===== config.mk =====
export PLATFORM = sky130hd
export DESIGN_NAME = inst_decode
export DESIGN_NICKNAME = d
export VERILOG_FILES = /design/src/rv_pkg.sv /design/src/inst_decode.sv
export VERILOG_INCLUDE_DIRS = /design/src /design/src/include
export SDC_FILE = /design/constraint.sdc
export NUM_CORES = 1
export LEC_CHECK = 0
export ABC_AREA = 1
export BUFFER_PORTS_ARGS = -buffer_cell sky130_fd_sc_hd__buf_2
export CORE_AREA = 2 2 195 197
export CTS_CLUSTER_SIZE = 24
export DETAILED_ROUTE_END_ITERATION = 16
export DIE_AREA = 0 0 197 199
export GPL_TIMING_DRIVEN = 0
export PLACE_DENSITY = 0.56
export SETUP_SLACK_MARGIN = 0.02
export SYNTH_ARGS = -nofsm -noshare
export SYNTH_HDL_FRONTEND = slang
export SYNTH_SLANG_ARGS = --single-unit

===== constraint.sdc =====
create_clock -name clk -period 4.1 [get_ports clk]
set_input_delay 0.41 -clock clk [delete_from_list [all_inputs] [get_ports clk]]
set_output_delay 0.41 -clock clk [all_outputs]
set_load 0.02 [all_outputs]

===== src/include/rv_defs.svh =====
// widths and opcode values for the rv64i execute slice, included by rtl and testbench
`ifndef RV_DEFS_SVH
`define RV_DEFS_SVH

// data path and address width
`define XLEN_W 64

// register index width, 32 architectural registers
`define REG_ADDR_W 5

// major opcodes, inst[6:0]
`define OPC_AUIPC     7'b0010111
`define OPC_OP_IMM    7'b0010011
`define OPC_OP        7'b0110011
`define OPC_OP_IMM_32 7'b0011011
`define OPC_OP_32     7'b0111011
`define OPC_JAL       7'b1101111
`define OPC_JALR      7'b1100111
`define OPC_BRANCH    7'b1100011

`endif


===== src/rv_pkg.sv =====
// shared enums for the execute slice, referenced by scoped name from each module
`default_nettype none

package rv_pkg;

  // alu operation selected by decode
  typedef enum logic [3:0] {
    alu_add,
    alu_sub,
    alu_sll,
    alu_slt,
    alu_sltu,
    alu_xor,
    alu_srl,
    alu_sra,
    alu_or,
    alu_and,
    alu_pass_b  // jump link value
  } alu_op_e;

  // branch conditions, encoded as their funct3
  typedef enum logic [2:0] {
    br_eq  = 3'b000,
    br_ne  = 3'b001,
    br_lt  = 3'b100,
    br_ge  = 3'b101,
    br_ltu = 3'b110,
    br_geu = 3'b111
  } br_cond_e;

  // instruction class, steers result and redirect
  typedef enum logic [1:0] {
    cls_alu,
    cls_branch,
    cls_jal,
    cls_jalr
  } inst_class_e;

  // one instruction in flight, one cycle per phase
  typedef enum logic [1:0] {
    ph_idle,
    ph_execute,
    ph_writeback
  } phase_e;

endpackage

`default_nettype wire


===== src/inst_decode.sv =====
// instruction decode, captures operands and controls on the accepting edge for execute
`include "rv_defs.svh"
`default_nettype none

module inst_decode (
  input  wire logic                   clk,
  input  wire logic                   rst_n_i,
  input  wire logic                   accept_i,
  input  wire logic [31:0]            inst_i,
  input  wire logic [`XLEN_W-1:0]     pc_i,
  output logic      [`REG_ADDR_W-1:0] rs1_addr_o,
  output logic      [`REG_ADDR_W-1:0] rs2_addr_o,
  input  wire logic [`XLEN_W-1:0]     rs1_data_i,
  input  wire logic [`XLEN_W-1:0]     rs2_data_i,
  output logic      [`XLEN_W-1:0]     op_a_o,
  output logic      [`XLEN_W-1:0]     op_b_o,
  output logic      [`XLEN_W-1:0]     link_o,
  output logic      [`XLEN_W-1:0]     branch_off_o,
  output rv_pkg::alu_op_e             alu_op_o,
  output rv_pkg::br_cond_e            br_cond_o,
  output rv_pkg::inst_class_e         class_o,
  output logic                        word_op_o,
  output logic      [`REG_ADDR_W-1:0] rd_addr_o,
  output logic                        rd_we_o
);

  logic [6:0]          opcode;
  logic [2:0]          funct3;
  logic [`XLEN_W-1:0]  imm_i, imm_b, imm_j, imm_u;
  logic [`XLEN_W-1:0]  op_a_d, op_b_d, link_d;
  rv_pkg::alu_op_e     alu_op_d;
  rv_pkg::inst_class_e class_d;
  logic                word_d, we_d;

  // funct3 to alu op; alt is inst[30], sub only exists for register forms
  function automatic rv_pkg::alu_op_e alu_fn(input logic [2:0] f3, input logic alt,
                                             input logic imm);
    rv_pkg::alu_op_e op;
    case (f3)
      3'b000:  op = (alt && !imm) ? rv_pkg::alu_sub : rv_pkg::alu_add;
      3'b001:  op = rv_pkg::alu_sll;
      3'b010:  op = rv_pkg::alu_slt;
      3'b011:  op = rv_pkg::alu_sltu;
      3'b100:  op = rv_pkg::alu_xor;
      3'b101:  op = alt ? rv_pkg::alu_sra : rv_pkg::alu_srl;
      3'b110:  op = rv_pkg::alu_or;
      default: op = rv_pkg::alu_and;
    endcase
    return op;
  endfunction

  assign opcode     = inst_i[6:0];
  assign funct3     = inst_i[14:12];
  assign rs1_addr_o = inst_i[19:15];
  assign rs2_addr_o = inst_i[24:20];

  assign imm_i = {{52{inst_i[31]}}, inst_i[31:20]};
  assign imm_b = {{51{inst_i[31]}}, inst_i[31], inst_i[7], inst_i[30:25], inst_i[11:8], 1'b0};
  assign imm_j = {{43{inst_i[31]}}, inst_i[31], inst_i[19:12], inst_i[20], inst_i[30:21], 1'b0};
  assign imm_u = {{32{inst_i[31]}}, inst_i[31:12], 12'b0};

  always_comb begin
    op_a_d   = rs1_data_i;
    op_b_d   = imm_i;
    link_d   = pc_i + `XLEN_W'(4);
    alu_op_d = rv_pkg::alu_add;
    class_d  = rv_pkg::cls_alu;
    word_d   = 1'b0;
    we_d     = 1'b0;
    case (opcode)
      `OPC_AUIPC: begin
        op_a_d = pc_i;
        op_b_d = imm_u;
        we_d   = 1'b1;
      end
      `OPC_OP_IMM: begin
        alu_op_d = alu_fn(funct3, inst_i[30], 1'b1);
        if (funct3[1:0] == 2'b01) begin
          op_b_d = {{(`XLEN_W-6){1'b0}}, inst_i[25:20]};  // 6-bit shamt
        end
        we_d = 1'b1;
      end
      `OPC_OP: begin
        op_b_d   = rs2_data_i;
        alu_op_d = alu_fn(funct3, inst_i[30], 1'b0);
        we_d     = 1'b1;
      end
      `OPC_OP_IMM_32: begin
        alu_op_d = alu_fn(funct3, inst_i[30], 1'b1);
        if (funct3[1:0] == 2'b01) begin
          op_b_d = {{(`XLEN_W-5){1'b0}}, inst_i[24:20]};
        end
        word_d = 1'b1;
        we_d   = 1'b1;
      end
      `OPC_OP_32: begin
        op_b_d   = rs2_data_i;
        alu_op_d = alu_fn(funct3, inst_i[30], 1'b0);
        word_d   = 1'b1;
        we_d     = 1'b1;
      end
      `OPC_JAL: begin
        op_a_d   = pc_i;
        op_b_d   = imm_j;
        alu_op_d = rv_pkg::alu_pass_b;
        class_d  = rv_pkg::cls_jal;
        we_d     = 1'b1;
      end
      `OPC_JALR: begin
        alu_op_d = rv_pkg::alu_pass_b;
        class_d  = rv_pkg::cls_jalr;
        we_d     = 1'b1;
      end
      `OPC_BRANCH: begin
        op_b_d = rs2_data_i;
        link_d = pc_i;  // base of the branch target
        if (funct3[2:1] != 2'b01) begin
          class_d = rv_pkg::cls_branch;
        end
      end
      default: ;  // unsupported, retires as a no-op
    endcase
  end

  // controls
  always_ff @(posedge clk or negedge rst_n_i) begin
    if (!rst_n_i) begin
      alu_op_o  <= rv_pkg::alu_add;
      br_cond_o <= rv_pkg::br_eq;
      class_o   <= rv_pkg::cls_alu;
      word_op_o <= 1'b0;
      rd_we_o   <= 1'b0;
    end else if (accept_i) begin
      alu_op_o  <= alu_op_d;
      br_cond_o <= rv_pkg::br_cond_e'(funct3);  // only read for valid branch funct3
      class_o   <= class_d;
      word_op_o <= word_d;
      rd_we_o   <= we_d;
    end
  end

  // operand set
  always_ff @(posedge clk) begin
    if (accept_i) begin
      op_a_o       <= op_a_d;
      op_b_o       <= op_b_d;
      link_o       <= link_d;
      branch_off_o <= imm_b;
      rd_addr_o    <= inst_i[11:7];
    end
  end

endmodule

`default_nettype wire


==> out/summary.md <==
* **width of the die** 197 um
* **TritonCTS buffer count** 26
* **number of pins exceeding their max-slew limit in the final report** 0
* **number of enable-type register cells in the synthesized netlist** 204
* **data arrival at the endpoint of the critical path** 1880 ps
* **cell taking the most area after synthesis** sky130_fd_sc_hd__edfxtp_1
* **critical path peak fanout** 39
* **cell area after technology mapping** 11,250 um2
* **top cell type's share of synthesized area** 54.45%
* **nets** 2,021
* **Hold WC Path Type** in2reg
* **detailed-routing iteration count for the pre-antenna-repair pass** 5
* **cell with the most instances after synthesis** sky130_fd_sc_hd__nand2_1
* **sequential standard cell area** 6401 um2
* **cell chain of the critical path** buf_16 > buf_4 > buf_2
* **DP HPWL** 37,910 um
* **fraction of layout cells with a size suffix above 1** 36.22%
* **First DRT Iteration DRCs** 563
* **Vias per Instance** 4.662
* **share of async-settable or async-resettable flops after synthesis** 5.116%
* **TritonCTS clock tree** built
* **biggest area contributors in the synthesized netlist** sky130_fd_sc_hd__edfxtp_1 (54%), sky130_fd_sc_hd__nand2_1 (15%), sky130_fd_sc_hd__buf_4 (4.9%), sky130_fd_sc_hd__nor2_1 (4.2%), sky130_fd_sc_hd__nand3_1 (3.7%)
* **count of placed standard cells including taps** 2,238
* **cell area reported after detailed placement** 14,450 um2
* **number of clock sinks** 215
* **final period demand of the worst path** 2288 ps
* **Overall Global Routing Usage** 22.83%
* **ranking of synthesized cells by instance count** sky130_fd_sc_hd__nand2_1 (435), sky130_fd_sc_hd__edfxtp_1 (204), sky130_fd_sc_hd__nor2_1 (126)
* **Clock Tree Root** sky130_fd_sc_hd__clkbuf_16
* **count of final hold-check violations** 0
* **Port Buf Inserts** 507
* **maximum cell stage delay along the critical path** 790 ps
* **final instance count without filler cells** 2,292
* **CP Class** reg2out
* **antenna violations before repair** 13
* **number of ports placed on the die boundary** 509
* **post-CTS clock slew at the launch and capture registers of the worst setup and hold paths** 70 ps
* **Routed WL** 46,770 um
* **flop and latch count out of synthesis** 215
* **total of max-cap violations** 0
* **Final Cell Area** 15,340 um2
* **relative slew slack** 51.81%
* **H-Tree Depth** 1
* **area added between synthesis and finish** 36.34%
* **Antenna Violating Nets Remaining** 0
* **GR Overflow Total** 0
* **setup clock skew after layout** 0 ps
* **average footprint of a synthesized cell** 8.964 um2
* **Min Hold Slack** 39.47 ps
* **clock latency on the worst-skew pair** 540 ps
* **total die area** 39,200 um2
* **pwr/cell area** 398.9 nW/um2
* **count of yosys warnings during synthesis** 0
* **number of global-route vias before repair** 10,260
* **fraction of the yosys area taken by sequential cells** 56.90%
* **post-route core utilization** 41.30%
* **number of fill cells** 3,833
* **number of vias in the routed layout** 10,690
* **global placement routability congestion** 0.9078
* **RSZ-0062 raised after global routing** false
* **total number of placement rows** 71
* **post-detailed-route DRC marker count** 0
* **initial cell density of the core** 30.30%
* **Std-Cell Core Area** 37,130 um2
* **first-pass GRT wire length** 65,070 um
* **flip-flop cell with the highest count after synthesis** sky130_fd_sc_hd__edfxtp_1
* **run status** complete, no violations
* **# setup viols final** 0
* **number of instances in the synthesized netlist** 1,255
* **Max clock buf depth** 3
* **startpoint kind of the worst setup timing path** register
* **area of the multi-input gates** 3827 um2
* **Post-CTS Repair Setup Buffers** 0
* **crit share post-route** 55.81%
* **Mapped Nets** 1,483
* **count of unique library cells instantiated by Yosys** 34
* **CP Capture Type** primary output
* **leakage power figure** 7.154 nW
* **pin slew with the least headroom to its limit** 716.3 ps
* **Die Ht** 199 um
* **register-to-register path setup slack** 3400 ps
* **Peak supply drop** 0.3940 mV
* **pin count of the biggest net entering global routing** 120
* **wire length per cell** 20.41 um
* **Required @ worst endpoint** 3690 ps
* **crit path max-delay cell type** sky130_fd_sc_hd__edfxtp_1
* **maximum clock frequency** 437.0 MHz
==> worst paths after layout <==
path / depth (start not counted) / to / startpoint
worst max-delay path: 3 / branch_off_o[35] / branch_off_o[12]$_DFFE_PP_
worst min-delay path: 1 / rd_addr_o[2]$_DFFE_PP_ / inst_i[9]
worst max register to register: 2 / alu_op_o[3]$_DFFE_PN0P_ / alu_op_o[3]$_DFFE_PN0P_
worst min register to register: 2 / class_o[1]$_DFFE_PN0P_ / class_o[1]$_DFFE_PN0P_
max in group asynchronous: 2 / br_cond_o[0]$_DFFE_PN0P_ / rst_n_i
min in group asynchronous: 2 / class_o[1]$_DFFE_PN0P_ / rst_n_i
==> logic make-up (layout without fill, tap and decap cells) <==
group,Yosys count,count (layout),synth area share (%)
AO/OA/AOI/OAI,86,86,3.926
XOR/XNOR,38,38,2.959
adder cells (fa/ha/maj),1,1,0.1112
buffers and inverters,194,750,9.076
flip-flops,215,215,56.90
other,1,8,0.03333
AND/OR/NAND/NOR,720,720,26.99
==> metrics by stage <==
step | total power (W) | TNS (ps) | setup WS, ps
floorplan | 0.003255 | 0 | 2189
global placement | 0.003787 | -64070 | -786.3
detailed placement | 0.003787 | 0 | 1545
CTS | 0.006197 | 0 | 1748
global route | 0.006343 | 0 | 1734
finish | 0.006117 | 0 | 1812
==> critical path, delay by kind of cell (launching register included) <==
family	cells	cell delay, ps
DFF	1	790
buffers and inverters	3	540
==> cells in the final DEF (no fill, tap or decap), types with 3 or more instances in the layout <==
master / netlist / layout
sky130_fd_sc_hd__a21oi_1: 14 / 14
sky130_fd_sc_hd__buf_2: 14 / 520
sky130_fd_sc_hd__buf_4: 73 / 73
sky130_fd_sc_hd__bufinv_16: 0 / 4
sky130_fd_sc_hd__clkbuf_1: 18 / 25
sky130_fd_sc_hd__clkbuf_16: 0 / 27
sky130_fd_sc_hd__clkinv_1: 0 / 3
sky130_fd_sc_hd__clkinv_2: 0 / 3
sky130_fd_sc_hd__dfrtp_1: 11 / 11
sky130_fd_sc_hd__diode_2: 0 / 7
sky130_fd_sc_hd__edfxtp_1: 204 / 204
sky130_fd_sc_hd__inv_1: 85 / 85
sky130_fd_sc_hd__nand2_1: 435 / 435
sky130_fd_sc_hd__nand2_2: 6 / 6
sky130_fd_sc_hd__nand3_1: 83 / 83
sky130_fd_sc_hd__nand3b_1: 15 / 15
sky130_fd_sc_hd__nand4_1: 19 / 19
sky130_fd_sc_hd__nor2_1: 126 / 126
sky130_fd_sc_hd__nor2_2: 6 / 6
sky130_fd_sc_hd__nor3_1: 18 / 18
sky130_fd_sc_hd__nor3_2: 4 / 4
sky130_fd_sc_hd__nor4_1: 3 / 3
sky130_fd_sc_hd__o21ai_0: 54 / 54
sky130_fd_sc_hd__o21ai_1: 13 / 13
sky130_fd_sc_hd__xnor2_1: 15 / 15
sky130_fd_sc_hd__xor2_1: 23 / 23
==> timing repair <==
item / in CTS / in global routing
gates resized for setup: 0 / 0
endpoints found under the setup margin: 0 / 0
hold buffers: 1 / 0
hold endpoints to repair: 11 / 0
==> where the power goes <==
group / switching, W / total, W / leakage [nW] / internal, W
combinational: 0.000700 / 0.00106 / 4.59 / 0.000362
sequential: 0.0000549 / 0.00267 / 2.14 / 0.00261
clock: 0.000938 / 0.00239 / 0.418 / 0.00145
==> area by class of cell <==
type,instances,area share (%)
sequential,215,41.74
multi-input combinational,846,24.96
timing repair buffer,510,17.03
clock buffer,34,4.577
buffer,107,4.528
tap,474,3.867
inverter,87,2.129
clock inverter,12,1.061
antenna,7,0.1142
==> registers in the layout, indices dropped and copies added, names as in the netlist <==
name and count:
alu_op_o 4, br_cond_o 3, branch_off_o 8, class_o 2
link_o 64, op_a_o 64, op_b_o 64, rd_addr_o 4
rd_we_o 1, word_op_o 1
==> metal layers <==
| layer | track usage (%) | wire length, um |
|---|---|---|
| met2 | 44.26 | 25220 |
| met5 | 0 | 21 |
| met1 | 24.63 | 16720 |
| met3 | 5.663 | 3579 |
| met4 | 5.792 | 1229 |
Note: power is estimated with default switching activity, not from simulation.
