<file path="config.mk">
export PLATFORM = sky130hd
export DESIGN_NAME = result_stage
export DESIGN_NICKNAME = d
export VERILOG_FILES = /design/src/rv_pkg.sv /design/src/result_stage.sv
export VERILOG_INCLUDE_DIRS = /design/src /design/src/include
export SDC_FILE = /design/constraint.sdc
export NUM_CORES = 1
export LEC_CHECK = 0
export ABC_CLOCK_PERIOD_IN_PS = 800
export BUFFER_PORTS_ARGS = -buffer_cell sky130_fd_sc_hd__buf_2
export CELL_PAD_IN_SITES_DETAIL_PLACEMENT = 1
export CELL_PAD_IN_SITES_GLOBAL_PLACEMENT = 2
export CORE_MARGIN = 2
export CORE_UTILIZATION = 27
export DETAILED_ROUTE_END_ITERATION = 8
export PLACE_DENSITY_LB_ADDON = 0.1
export SLEW_MARGIN = 30
export SYNTH_ARGS = -nofsm -noshare
export SYNTH_HDL_FRONTEND = slang
export SYNTH_SLANG_ARGS = --single-unit
</file>
<file path="constraint.sdc">
create_clock -name clk -period 0.8 [get_ports clk]
set_clock_uncertainty 0.1 [all_clocks]
set_input_delay 0.24 -clock clk [delete_from_list [all_inputs] [get_ports clk]]
set_output_delay 0.24 -clock clk [all_outputs]
set_load 0.02 [all_outputs]
</file>
<file path="src/include/rv_defs.svh">
// widths and opcode values for the rv64i execute slice, included by rtl and testbench
`ifndef RV_DEFS_SVH
`define RV_DEFS_SVH

// data path and address width
`define XLEN_W 64

// register index width, 32 architectural registers
`define REG_ADDR_W 5

// major opcodes, inst[6:0]
`define OPC_AUIPC     7'b0010111
`define OPC_OP_IMM    7'b0010011
`define OPC_OP        7'b0110011
`define OPC_OP_IMM_32 7'b0011011
`define OPC_OP_32     7'b0111011
`define OPC_JAL       7'b1101111
`define OPC_JALR      7'b1100111
`define OPC_BRANCH    7'b1100011

`endif

</file>
<file path="src/rv_pkg.sv">
// shared enums for the execute slice, referenced by scoped name from each module
`default_nettype none

package rv_pkg;

  // alu operation selected by decode
  typedef enum logic [3:0] {
    alu_add,
    alu_sub,
    alu_sll,
    alu_slt,
    alu_sltu,
    alu_xor,
    alu_srl,
    alu_sra,
    alu_or,
    alu_and,
    alu_pass_b  // jump link value
  } alu_op_e;

  // branch conditions, encoded as their funct3
  typedef enum logic [2:0] {
    br_eq  = 3'b000,
    br_ne  = 3'b001,
    br_lt  = 3'b100,
    br_ge  = 3'b101,
    br_ltu = 3'b110,
    br_geu = 3'b111
  } br_cond_e;

  // instruction class, steers result and redirect
  typedef enum logic [1:0] {
    cls_alu,
    cls_branch,
    cls_jal,
    cls_jalr
  } inst_class_e;

  // one instruction in flight, one cycle per phase
  typedef enum logic [1:0] {
    ph_idle,
    ph_execute,
    ph_writeback
  } phase_e;

endpackage

`default_nettype wire

</file>
<file path="src/result_stage.sv">
// result register, presents write-back, retire and redirect for the writeback cycle
`include "rv_defs.svh"
`default_nettype none

module result_stage (
  input  wire logic                   clk,
  input  wire logic                   rst_n_i,
  input  wire rv_pkg::phase_e         phase_i,
  input  wire logic [`XLEN_W-1:0]     result_i,
  input  wire logic                   taken_i,
  input  wire logic [`XLEN_W-1:0]     target_i,
  input  wire logic                   rd_we_i,
  input  wire logic [`REG_ADDR_W-1:0] rd_addr_i,
  output logic                        retire_o,
  output logic                        rd_we_o,
  output logic      [`REG_ADDR_W-1:0] rd_addr_o,
  output logic      [`XLEN_W-1:0]     rd_data_o,
  output logic                        jmp_o,
  output logic      [`XLEN_W-1:0]     jmp_addr_o
);

  logic ex_end;

  assign ex_end = (phase_i == rv_pkg::ph_execute);

  // strobes last exactly the writeback cycle
  always_ff @(posedge clk or negedge rst_n_i) begin
    if (!rst_n_i) begin
      retire_o <= 1'b0;
      rd_we_o  <= 1'b0;
      jmp_o    <= 1'b0;
    end else begin
      retire_o <= ex_end;
      rd_we_o  <= ex_end && rd_we_i;
      jmp_o    <= ex_end && taken_i;
    end
  end

  always_ff @(posedge clk) begin
    if (ex_end) begin
      rd_addr_o  <= rd_addr_i;
      rd_data_o  <= result_i;
      jmp_addr_o <= target_i;
    end
  end

endmodule

`default_nettype wire

</file>
==> results.json, run 1 <==
{
  "min-delay-path-class": "in -> reg",
  "power.density_nw_per_um2": 2171,
  "drive_gt1_frac": 0.5243,
  "fillCellCount": 1348,
  "fmaxAchievable_mhz": 756.7,
  "required_ns": 0.46,
  "max_stage_delay_ns": 0.41,
  "synth_top_area_share": 0.9726,
  "status": "finished with violations",
  "antenna_found_initial": 1,
  "p_clk_frac": 0.403,
  "wirelength_mm": 14.20,
  "rsz0062_at_grt": "true",
  "cp-startpoint": "rd_addr_o[4]$_DFFE_PN_",
  "post-place-ws_ns": -0.6383,
  "clockBufferDepth": 2,
  "critPathKind": "reg -> out",
  "multiInputGateArea_sq_um": 38.79,
  "worst_slew_pin_slew_ns": 0.1897,
  "maxSlewViolCount": 0,
  "critPathSlowestCell": "edfxtp_1",
  "gp_congestion": 0.6921,
  "synth_warnings": 0,
  "start_util": 0.2732,
  "final-setup-viol-count": 282,
  "grt_pass1_vias": 3663,
  "cp.arrival_ns": 0.98,
  "synth_top_area_cell": "edfxtp_1",
  "power_leakage_nw": 4.069,
  "htreeDepth": 4,
  "syn_area_per_cell_sq_um": 29.33,
  "critPathBufInv": 1,
  "synth.distinct_cells": 4,
  "final_cells": 744,
  "drv_cap": 0,
  "finalCritPeriodShare": 1.652,
  "io_pins": 275,
  "power_switching_w": 0.004291,
  "num_rows": 45,
  "cts_buffers": 17,
  "relSlewSlack": 0.8735,
  "clock-root-buffer": "clkbuf_16",
  "gr-total-overflow": 0,
  "finalNetCount": 681,
  "synth_area_sq_um": 4106,
  "fp.dieArea_sq_um": 16210,
  "cp-start-kind": "register",
  "synthToLayoutAreaGrowth_pct": 114.7,
  "die_w_microns": 127.3,
  "syn_nets": 279,
  "vias": 3040,
  "clock-sinks": 136,
  "endpoint": "rd_addr_o[4]",
  "cts_tree": "built",
  "vias_per_cell": 4.086,
  "p_seq_frac": 0.448,
  "yosysSeqAreaShare": 0.9909,
  "violations": "negative hold slack, negative setup slack",
  "switching_share": 0.2242,
  "register_area_sq_um": 4069,
  "dr.pass1.iters": 4,
  "placedCellCount": 608,
  "path_clk_slew_ns": 0.05,
  "crit_path_cell_trace": "buf_6",
  "ys_seq_elements": 136,
  "end_kind": "output port",
  "p_int_w": 0.01485,
  "cp_max_fo": 1,
  "combPwrFrac": 0.149,
  "path_delay_family": "flip-flops",
  "timing.critical_path.depth": 1,
  "dr.first_iter.drc_count": 96,
  "syn_inst": 140,
  "core_area_sq_um": 15030,
  "grt_usage": 0.1769,
  "synth_area_leaders": "edfxtp_1 97%, dfrtp_1 1.8%, and3b_2 0.49%",
  "setup_slack_ns": -0.5216,
  "grt_max_degree": 17,
  "hold_viol_final": 13,
  "post-route-min-period_ns": 1.322,
  "post-route-util": 0.5864,
  "post_drt_wl_per_cell_microns": 19.09,
  "post-dp-hpwl_mm": 8.305,
  "grt_pass1_wl_mm": 20.73,
  "ir_worst_vdd_v": 0.001433,
  "numPortBuffers": 274,
  "fin_hold_ws_ns": -0.09884,
  "dieHeight_microns": 127.3,
  "drc": 0,
  "antenna_left": 0
}
## power groups by stage
stage                     Combinational [W]  Clock, W  Sequential, W
after global placement              0.00159         0        0.00859
final                               0.00286   0.00771        0.00857
after global routing                0.00300   0.00813        0.00861
after floorplan                    0.000103         0        0.00924
after detailed placement            0.00161         0        0.00861
after CTS                           0.00272   0.00779        0.00852
## cells in the mapped netlist
cell type	count
and2b_2	2
edfxtp_1	133
and3b_2	2
dfrtp_1	3
## placed cells by master, fill, tap and decap left out, drive strengths merged
cell,netlist,layout
buf,0,260
clkinvlp,0,1
clkbuf,0,22
clkinv,0,8
dlymetal6s4s,0,59
and3b,2,2
edfxtp,133,133
diode,0,1
bufinv,0,3
and2b,2,2
dlygate4sd3,0,62
dfrtp,3,3
## area by class of cell
| cell class | count | share of cell area |
|---|---|---|
| tap | 188 | 0.02669 |
| multi-input combinational | 4 | 0.004400 |
| antenna | 1 | 0.0002839 |
| sequential | 136 | 0.4616 |
| timing repair buffer | 383 | 0.4424 |
| clock inverter | 12 | 0.01505 |
| clock buffer | 20 | 0.04954 |
## worst min-delay path by stage
stage | from | end | slack [ns] | depth (start not counted)
after floorplan | rst_n_i | jmp_o$_DFF_PN0_ | -0.16 | 0
after global placement | rst_n_i | jmp_o$_DFF_PN0_ | -0.06 | 1
after detailed placement | rst_n_i | jmp_o$_DFF_PN0_ | -0.06 | 1
after CTS | result_i[3] | rd_data_o[3]$_DFFE_PN_ | -0.11 | 1
after global routing | result_i[17] | rd_data_o[17]$_DFFE_PN_ | -0.11 | 1
final | result_i[17] | rd_data_o[17]$_DFFE_PN_ | -0.1 | 1
## routing by layer
layer / track usage / vias up / part of all wire
met5: 0 / - / 0
met4: 0.06593 / 0 / 0.017
met3: 0.06700 / 18 / 0.074
met2: 0.3281 / 141 / 0.57
met1: 0.1800 / 1496 / 0.34
li1: - / 1385 / -
## per-stage QoR
step                      area (sq um)  TNS [ns]  hold WS (ns)  power (W)
after global routing              8815    -93.67       -0.1099    0.01975
final                             8815    -87.89      -0.09884    0.01914
after floorplan                   4108   -153.25       -0.1556   0.009347
after global placement            5784    -82.50      -0.06033    0.01018
after CTS                         8584    -90.22       -0.1119    0.01904
after detailed placement          5784    -85.85      -0.05937    0.01022
## state kept, by name, summed over array words and instances (netlist names)
name and count:
jmp_o 1, jmp_addr_o 64, rd_addr_o 5, rd_data_o 64
retire_o 1, rd_we_o 1
## logic make-up (layout without fill, tap and decap cells)
kind of cell,Yosys count,in the layout,share of synthesized area
flops,136,136,0.9909
simple gates,4,4,0.009142
buf+inv,0,415,0
other cells,0,1,0
## repair_timing
item	CTS	global route
buffers inserted	16	5
endpoints found under the setup margin	269	374
cloned	14	2
pin swaps	0	0
hold endpoints to repair	138	17
hold buffers	117	4
gates resized for setup	162	170
No activity file was read; power rests on OpenSTA's default activity.
==> run 2, diff against run 1 <==
- ABC_CLOCK_PERIOD_IN_PS: 800 -> 1350
- clock period: 0.8 -> 1.35 ns (I/O delays scaled with it)
==> run 2 against run 1 <==
The flow finishes with violations (negative setup slack); count of clock-buffer cells in the layout rose by 3; utilization fell by 12 points; flip-flop and latch count did not move; combinational power fell by 59%; final cell count fell by 14%; die area did not move; via count fell by 15%; largest cell class unchanged; highest routed layer unchanged.
==> results.json, run 2 (same netlist as run 1, synthesis figures left out) <==
{
  "grt_max_degree": 56,
  "top_regs": "jmp_addr_o x64, rd_data_o x64, rd_addr_o x5",
  "drv_cap": 0,
  "dr.pass1.iters": 4,
  "design_area_sq_um": 6958,
  "hold_viol_final": 0,
  "grt_pass1_vias": 2762,
  "post-dp-hpwl_mm": 8.173,
  "gr-total-overflow": 0,
  "cts_buffers": 17,
  "rsz0062_at_grt": "true",
  "path_clk_slew_ns": 0.05,
  "combPwrFrac": 0.114,
  "die_w_microns": 127.3,
  "finalCritPeriodShare": 1.084,
  "grt_pass1_wl_mm": 15.62,
  "setup_slack_ns": -0.1134,
  "power_switching_w": 0.002229,
  "post-route-min-period_ns": 1.463,
  "switching_share": 0.2178,
  "p_seq_frac": 0.495,
  "final_cells": 642,
  "start_util": 0.2732,
  "clock-sinks": 136,
  "numPortBuffers": 274,
  "cp_max_fo": 1,
  "final_cell_mix": "169 x buf_2, 133 x edfxtp_1, 104 x buf_6",
  "drc": 0,
  "p_clk_frac": 0.390,
  "post_drt_wl_per_cell_microns": 16.95,
  "cts_tree": "built",
  "power_leakage_nw": 2.897,
  "grt_usage": 0.1343,
  "endpoint": "rd_data_o[23]",
  "critPathKind": "reg -> out",
  "finalPower_w": 0.01024,
  "vias_per_cell": 4.003,
  "place_area_sq_um": 5784,
  "gp_congestion": 0.6852,
  "p_int_w": 0.008006,
  "wl_met2_mm": 5.973,
  "final_common_cell": "buf_2",
  "antenna_found_initial": 2,
  "top_layer_used": "met4",
  "finalNetCount": 579,
  "power.density_nw_per_um2": 1471,
  "critPathSlowestCell": "edfxtp_1",
  "status": "finished with violations",
  "min-delay-path-class": "in -> reg",
  "clock-root-buffer": "clkbuf_16",
  "drive_gt1_frac": 0.6741,
  "cp-start-kind": "register",
  "fp.dieArea_sq_um": 16210,
  "violations": "negative setup slack",
  "crit_path_cell_trace": "buf_6",
  "critPathBufInv": 1,
  "maxSlewViolCount": 0,
  "num_rows": 45,
  "end_kind": "output port",
  "relSlewSlack": 0.8001,
  "core_area_sq_um": 15030,
  "final-setup-viol-count": 136,
  "worst_slew_pin_slew_ns": 0.2999,
  "wirelength_mm": 10.88,
  "wl_met1_mm": 3.638,
  "vias": 2570,
  "fin_tns_setup_ns": -10.92,
  "synthToLayoutAreaGrowth_pct": 69.44,
  "htreeDepth": 4,
  "io_pins": 275,
  "fillCellCount": 1459,
  "fmaxAchievable_mhz": 683.3,
  "path_delay_family": "flip-flops",
  "ir_worst_vdd_v": 0.0006915,
  "dr.first_iter.drc_count": 112,
  "clockBufferDepth": 2,
  "wl_met3_mm": 1.018,
  "dieHeight_microns": 127.3,
  "placedCellCount": 608,
  "cp.arrival_ns": 0.96,
  "cts_setup_buffers": 0,
  "required_ns": 0.85,
  "cp-startpoint": "rd_data_o[23]$_DFFE_PN_",
  "timing.critical_path.depth": 1,
  "max_stage_delay_ns": 0.41,
  "antenna_left": 0
}
run 2: repair_timing:
action / CTS / global route
hold buffers: 1 / 0
endpoints found under the hold margin: 3 / 0
setup endpoints to repair: 136 / 136
resized for setup: 104 / 109
gates cloned: 0 / 0
run 2: how the worst min path moves through the flow:
| stage | start | endpoint | slack (ns) | depth (start not counted) |
|---|---|---|---|---|
| after floorplan | rst_n_i | jmp_o$_DFF_PN0_ | 0.009 | 0 |
| after global placement | rst_n_i | jmp_o$_DFF_PN0_ | 0.10 | 1 |
| after detailed placement | rst_n_i | retire_o$_DFF_PN0_ | 0.11 | 1 |
| after CTS | result_i[36] | rd_data_o[36]$_DFFE_PN_ | 0.05 | 1 |
| after global routing | rd_addr_i[0] | rd_addr_o[0]$_DFFE_PN_ | 0.05 | 1 |
| final | target_i[31] | jmp_addr_o[31]$_DFFE_PN_ | 0.07 | 1 |
run 2: layer usage:
metal | global-route usage | vias to the layer above
met4 | 0.08339 | 0
met1 | 0.1339 | 1241
li1 | - | 1173
met3 | 0.06323 | 18
met5 | 0 | -
met2 | 0.2265 | 138
run 2: through the flow:
step	hold WS [ns]	util	setup WS [ns]
after floorplan	0.009409	-	-0.7672
after global placement	0.1044	0.3848	-0.2356
after detailed placement	0.1052	0.3848	-0.2464
after CTS	0.04702	0.4405	-0.1423
after global routing	0.04818	0.4625	-0.1550
final	0.07352	0.4628	-0.1134
run 2: power by group through the flow:
stage          combinational, W  clock (W)  sequential [W]
6_report                0.00117    0.00400         0.00507
5_1_grt                 0.00123    0.00431         0.00510
4_1_cts                 0.00107    0.00414         0.00505
3_5_place_dp           0.000953          0         0.00510
3_3_place_gp           0.000941          0         0.00509
2_1_floorplan         0.0000609          0         0.00548
run 2: cell type report:
| class | instances | area [sq um] | area share |
|---|---|---|---|
| flip-flops and latches | 136 | 4069 | 0.5848 |
| diodes | 3 | 7.507 | 0.001079 |
| multi-input cells | 4 | 38.79 | 0.005575 |
| repair buffers | 281 | 2105 | 0.3025 |
| clock buffers | 23 | 447.9 | 0.06438 |
| clock inverters | 7 | 55.05 | 0.007912 |
| well taps | 188 | 235.2 | 0.03381 |
==> run 3, diff against run 2 <==
- CORE_ASPECT_RATIO: not set -> 1.1
- PLACE_DENSITY: not set -> 0.76
- PLACE_DENSITY_LB_ADDON: 0.1 -> not set
==> run 3 against run 2 <==
The run still ends with negative setup slack left; setup slack lost 0.012 ns; hold slack worse by 0.0064 ns; die area hardly changed; sequential power is essentially flat; critical path type unchanged; highest routed layer unchanged; largest power group unchanged; design area increased by 2.6%; largest cell class unchanged; combinational power is essentially flat; via count grew 1.1%; sequential share of layout area fell by 1.5 points; non-clock buffer count up 6.
==> results.json, run 3 (same netlist as run 1, synthesis figures left out) <==
{
  "gr-total-overflow": 0,
  "cp-start-kind": "register",
  "grt_pass1_vias": 2864,
  "core_area_sq_um": 14940,
  "n_antenna_cell": 0,
  "maxSlewViolCount": 0,
  "wirelength_mm": 10.79,
  "antenna_found_initial": 0,
  "final_cell_mix": "169 x buf_2, 133 x edfxtp_1, 104 x buf_6",
  "antenna_left": 0,
  "drv_cap": 0,
  "start_util": 0.2749,
  "clock-root-buffer": "clkbuf_16",
  "top_regs": "jmp_addr_o x64, rd_data_o x64, rd_addr_o x5",
  "worst_slew_pin_slew_ns": 0.3528,
  "max_stage_delay_ns": 0.41,
  "io_pins": 275,
  "required_ns": 0.85,
  "placedCellCount": 622,
  "cts_tree": "built",
  "critPathKind": "reg -> out",
  "relSlewSlack": 0.7648,
  "critPathBufInv": 1,
  "power_leakage_nw": 2.988,
  "vias_per_cell": 3.966,
  "combPwrFrac": 0.109,
  "die_w_microns": 121.6,
  "timing.critical_path.depth": 1,
  "end_kind": "output port",
  "finalCritPeriodShare": 1.093,
  "power.density_nw_per_um2": 1540,
  "final_cells": 655,
  "hold_viol_final": 0,
  "post-route-min-period_ns": 1.475,
  "min-delay-path-class": "in -> reg",
  "endpoint": "rd_data_o[33]",
  "critPathSlowestCell": "edfxtp_1",
  "rsz0062_at_grt": "true",
  "status": "finished with violations",
  "fp.dieArea_sq_um": 16210,
  "fmaxAchievable_mhz": 677.8,
  "crit_path_cell_trace": "buf_6",
  "cp_max_fo": 1,
  "cts_buffers": 17,
  "vias": 2598,
  "post-place-ws_ns": -0.2314,
  "clockBufferDepth": 2,
  "dr.pass1.iters": 4,
  "p_seq_frac": 0.461,
  "ir_worst_vdd_v": 0.0007312,
  "final_common_cell": "buf_2",
  "post_drt_wl_per_cell_microns": 16.47,
  "finalNetCount": 585,
  "path_clk_slew_ns": 0.06,
  "grt_pass1_wl_mm": 15.79,
  "synthToLayoutAreaGrowth_pct": 73.83,
  "drive_gt1_frac": 0.6950,
  "cp-startpoint": "rd_data_o[33]$_DFFE_PN_",
  "num_rows": 47,
  "violations": "negative setup slack",
  "p_clk_frac": 0.430,
  "power_switching_w": 0.002378,
  "cts_setup_buffers": 0,
  "dr.first_iter.drc_count": 103,
  "grt_usage": 0.1337,
  "setup_slack_ns": -0.1254,
  "numPortBuffers": 274,
  "grt_max_degree": 64,
  "clock-sinks": 136,
  "path_delay_family": "flip-flops",
  "p_int_w": 0.008616,
  "htreeDepth": 4,
  "final-setup-viol-count": 136,
  "gp_congestion": 0.7372,
  "drc": 0,
  "switching_share": 0.2163,
  "dieHeight_microns": 133.3,
  "cp.arrival_ns": 0.97
}
run 3: cell count changes in the layout (fill, tap and decap cells not counted):
cell        before  now
buf_12           2    4
clkinv_1         4    2
clkinvlp_4       0    1
bufinv_16        1    4
clkinv_2         2    4
clkinv_4         0    3
clkbuf_1         6    1
diode_2          3    0
buf_4            5    9
run 3: stage by stage:
step           utilization  setup TNS (ns)  power, W  instance area, sq um  hold slack [ns]
2_1_floorplan            -         -102.04  0.005539                  4108         0.009409
3_3_place_gp        0.3926          -21.08  0.006046                  5864           0.1016
3_5_place_dp        0.3926          -25.17  0.006079                  5864           0.1058
4_1_cts             0.4585          -15.55   0.01102                  6848          0.04066
5_1_grt             0.4779          -18.33   0.01142                  7138          0.03544
6_report            0.4779          -11.50   0.01099                  7138          0.06712
run 3: power by group through the flow:
stage / registers [W] / logic [W] / clock network [W]
finish: 0.00507 / 0.00119 / 0.00473
global route: 0.00509 / 0.00126 / 0.00507
CTS: 0.00505 / 0.00111 / 0.00487
detailed placement: 0.00511 / 0.000974 / 0
global placement: 0.00509 / 0.000954 / 0
floorplan: 0.00548 / 0.0000609 / 0
run 3: layer usage:
layer	routed length, microns	track usage	share of wire
met1	3675	0.1352	0.34
met2	5818	0.2294	0.54
met3	1152	0.07277	0.11
met4	142	0.05300	0.013
met5	0	0	0
run 3: cell type report:
| class | instances | area [sq um] |
|---|---|---|
| clock buffer | 18 | 429.2 |
| sequential | 136 | 4069 |
| timing repair buffer | 287 | 2175 |
| tap | 196 | 245.2 |
| clock inverter | 14 | 181.4 |
| fill | 1460 | 7799 |
| multi-input combinational | 4 | 38.79 |
run 3: worst min path at each step:
stage	from	to	slack, ns	cells past startpoint
floorplan	rst_n_i	jmp_o$_DFF_PN0_	0.009	0
global placement	rst_n_i	rd_we_o$_DFF_PN0_	0.10	1
detailed placement	rst_n_i	jmp_o$_DFF_PN0_	0.11	1
CTS	target_i[0]	jmp_addr_o[0]$_DFFE_PN_	0.04	1
global route	target_i[0]	jmp_addr_o[0]$_DFFE_PN_	0.04	1
finish	target_i[37]	jmp_addr_o[37]$_DFFE_PN_	0.07	1
run 3: timing repair:
| item | CTS | global route |
|---|---|---|
| hold buffers | 1 | 0 |
| endpoints found under the setup margin | 136 | 136 |
| pin swaps | 0 | 0 |
| gates resized for setup | 116 | 95 |
| hold endpoints to repair | 3 | 0 |
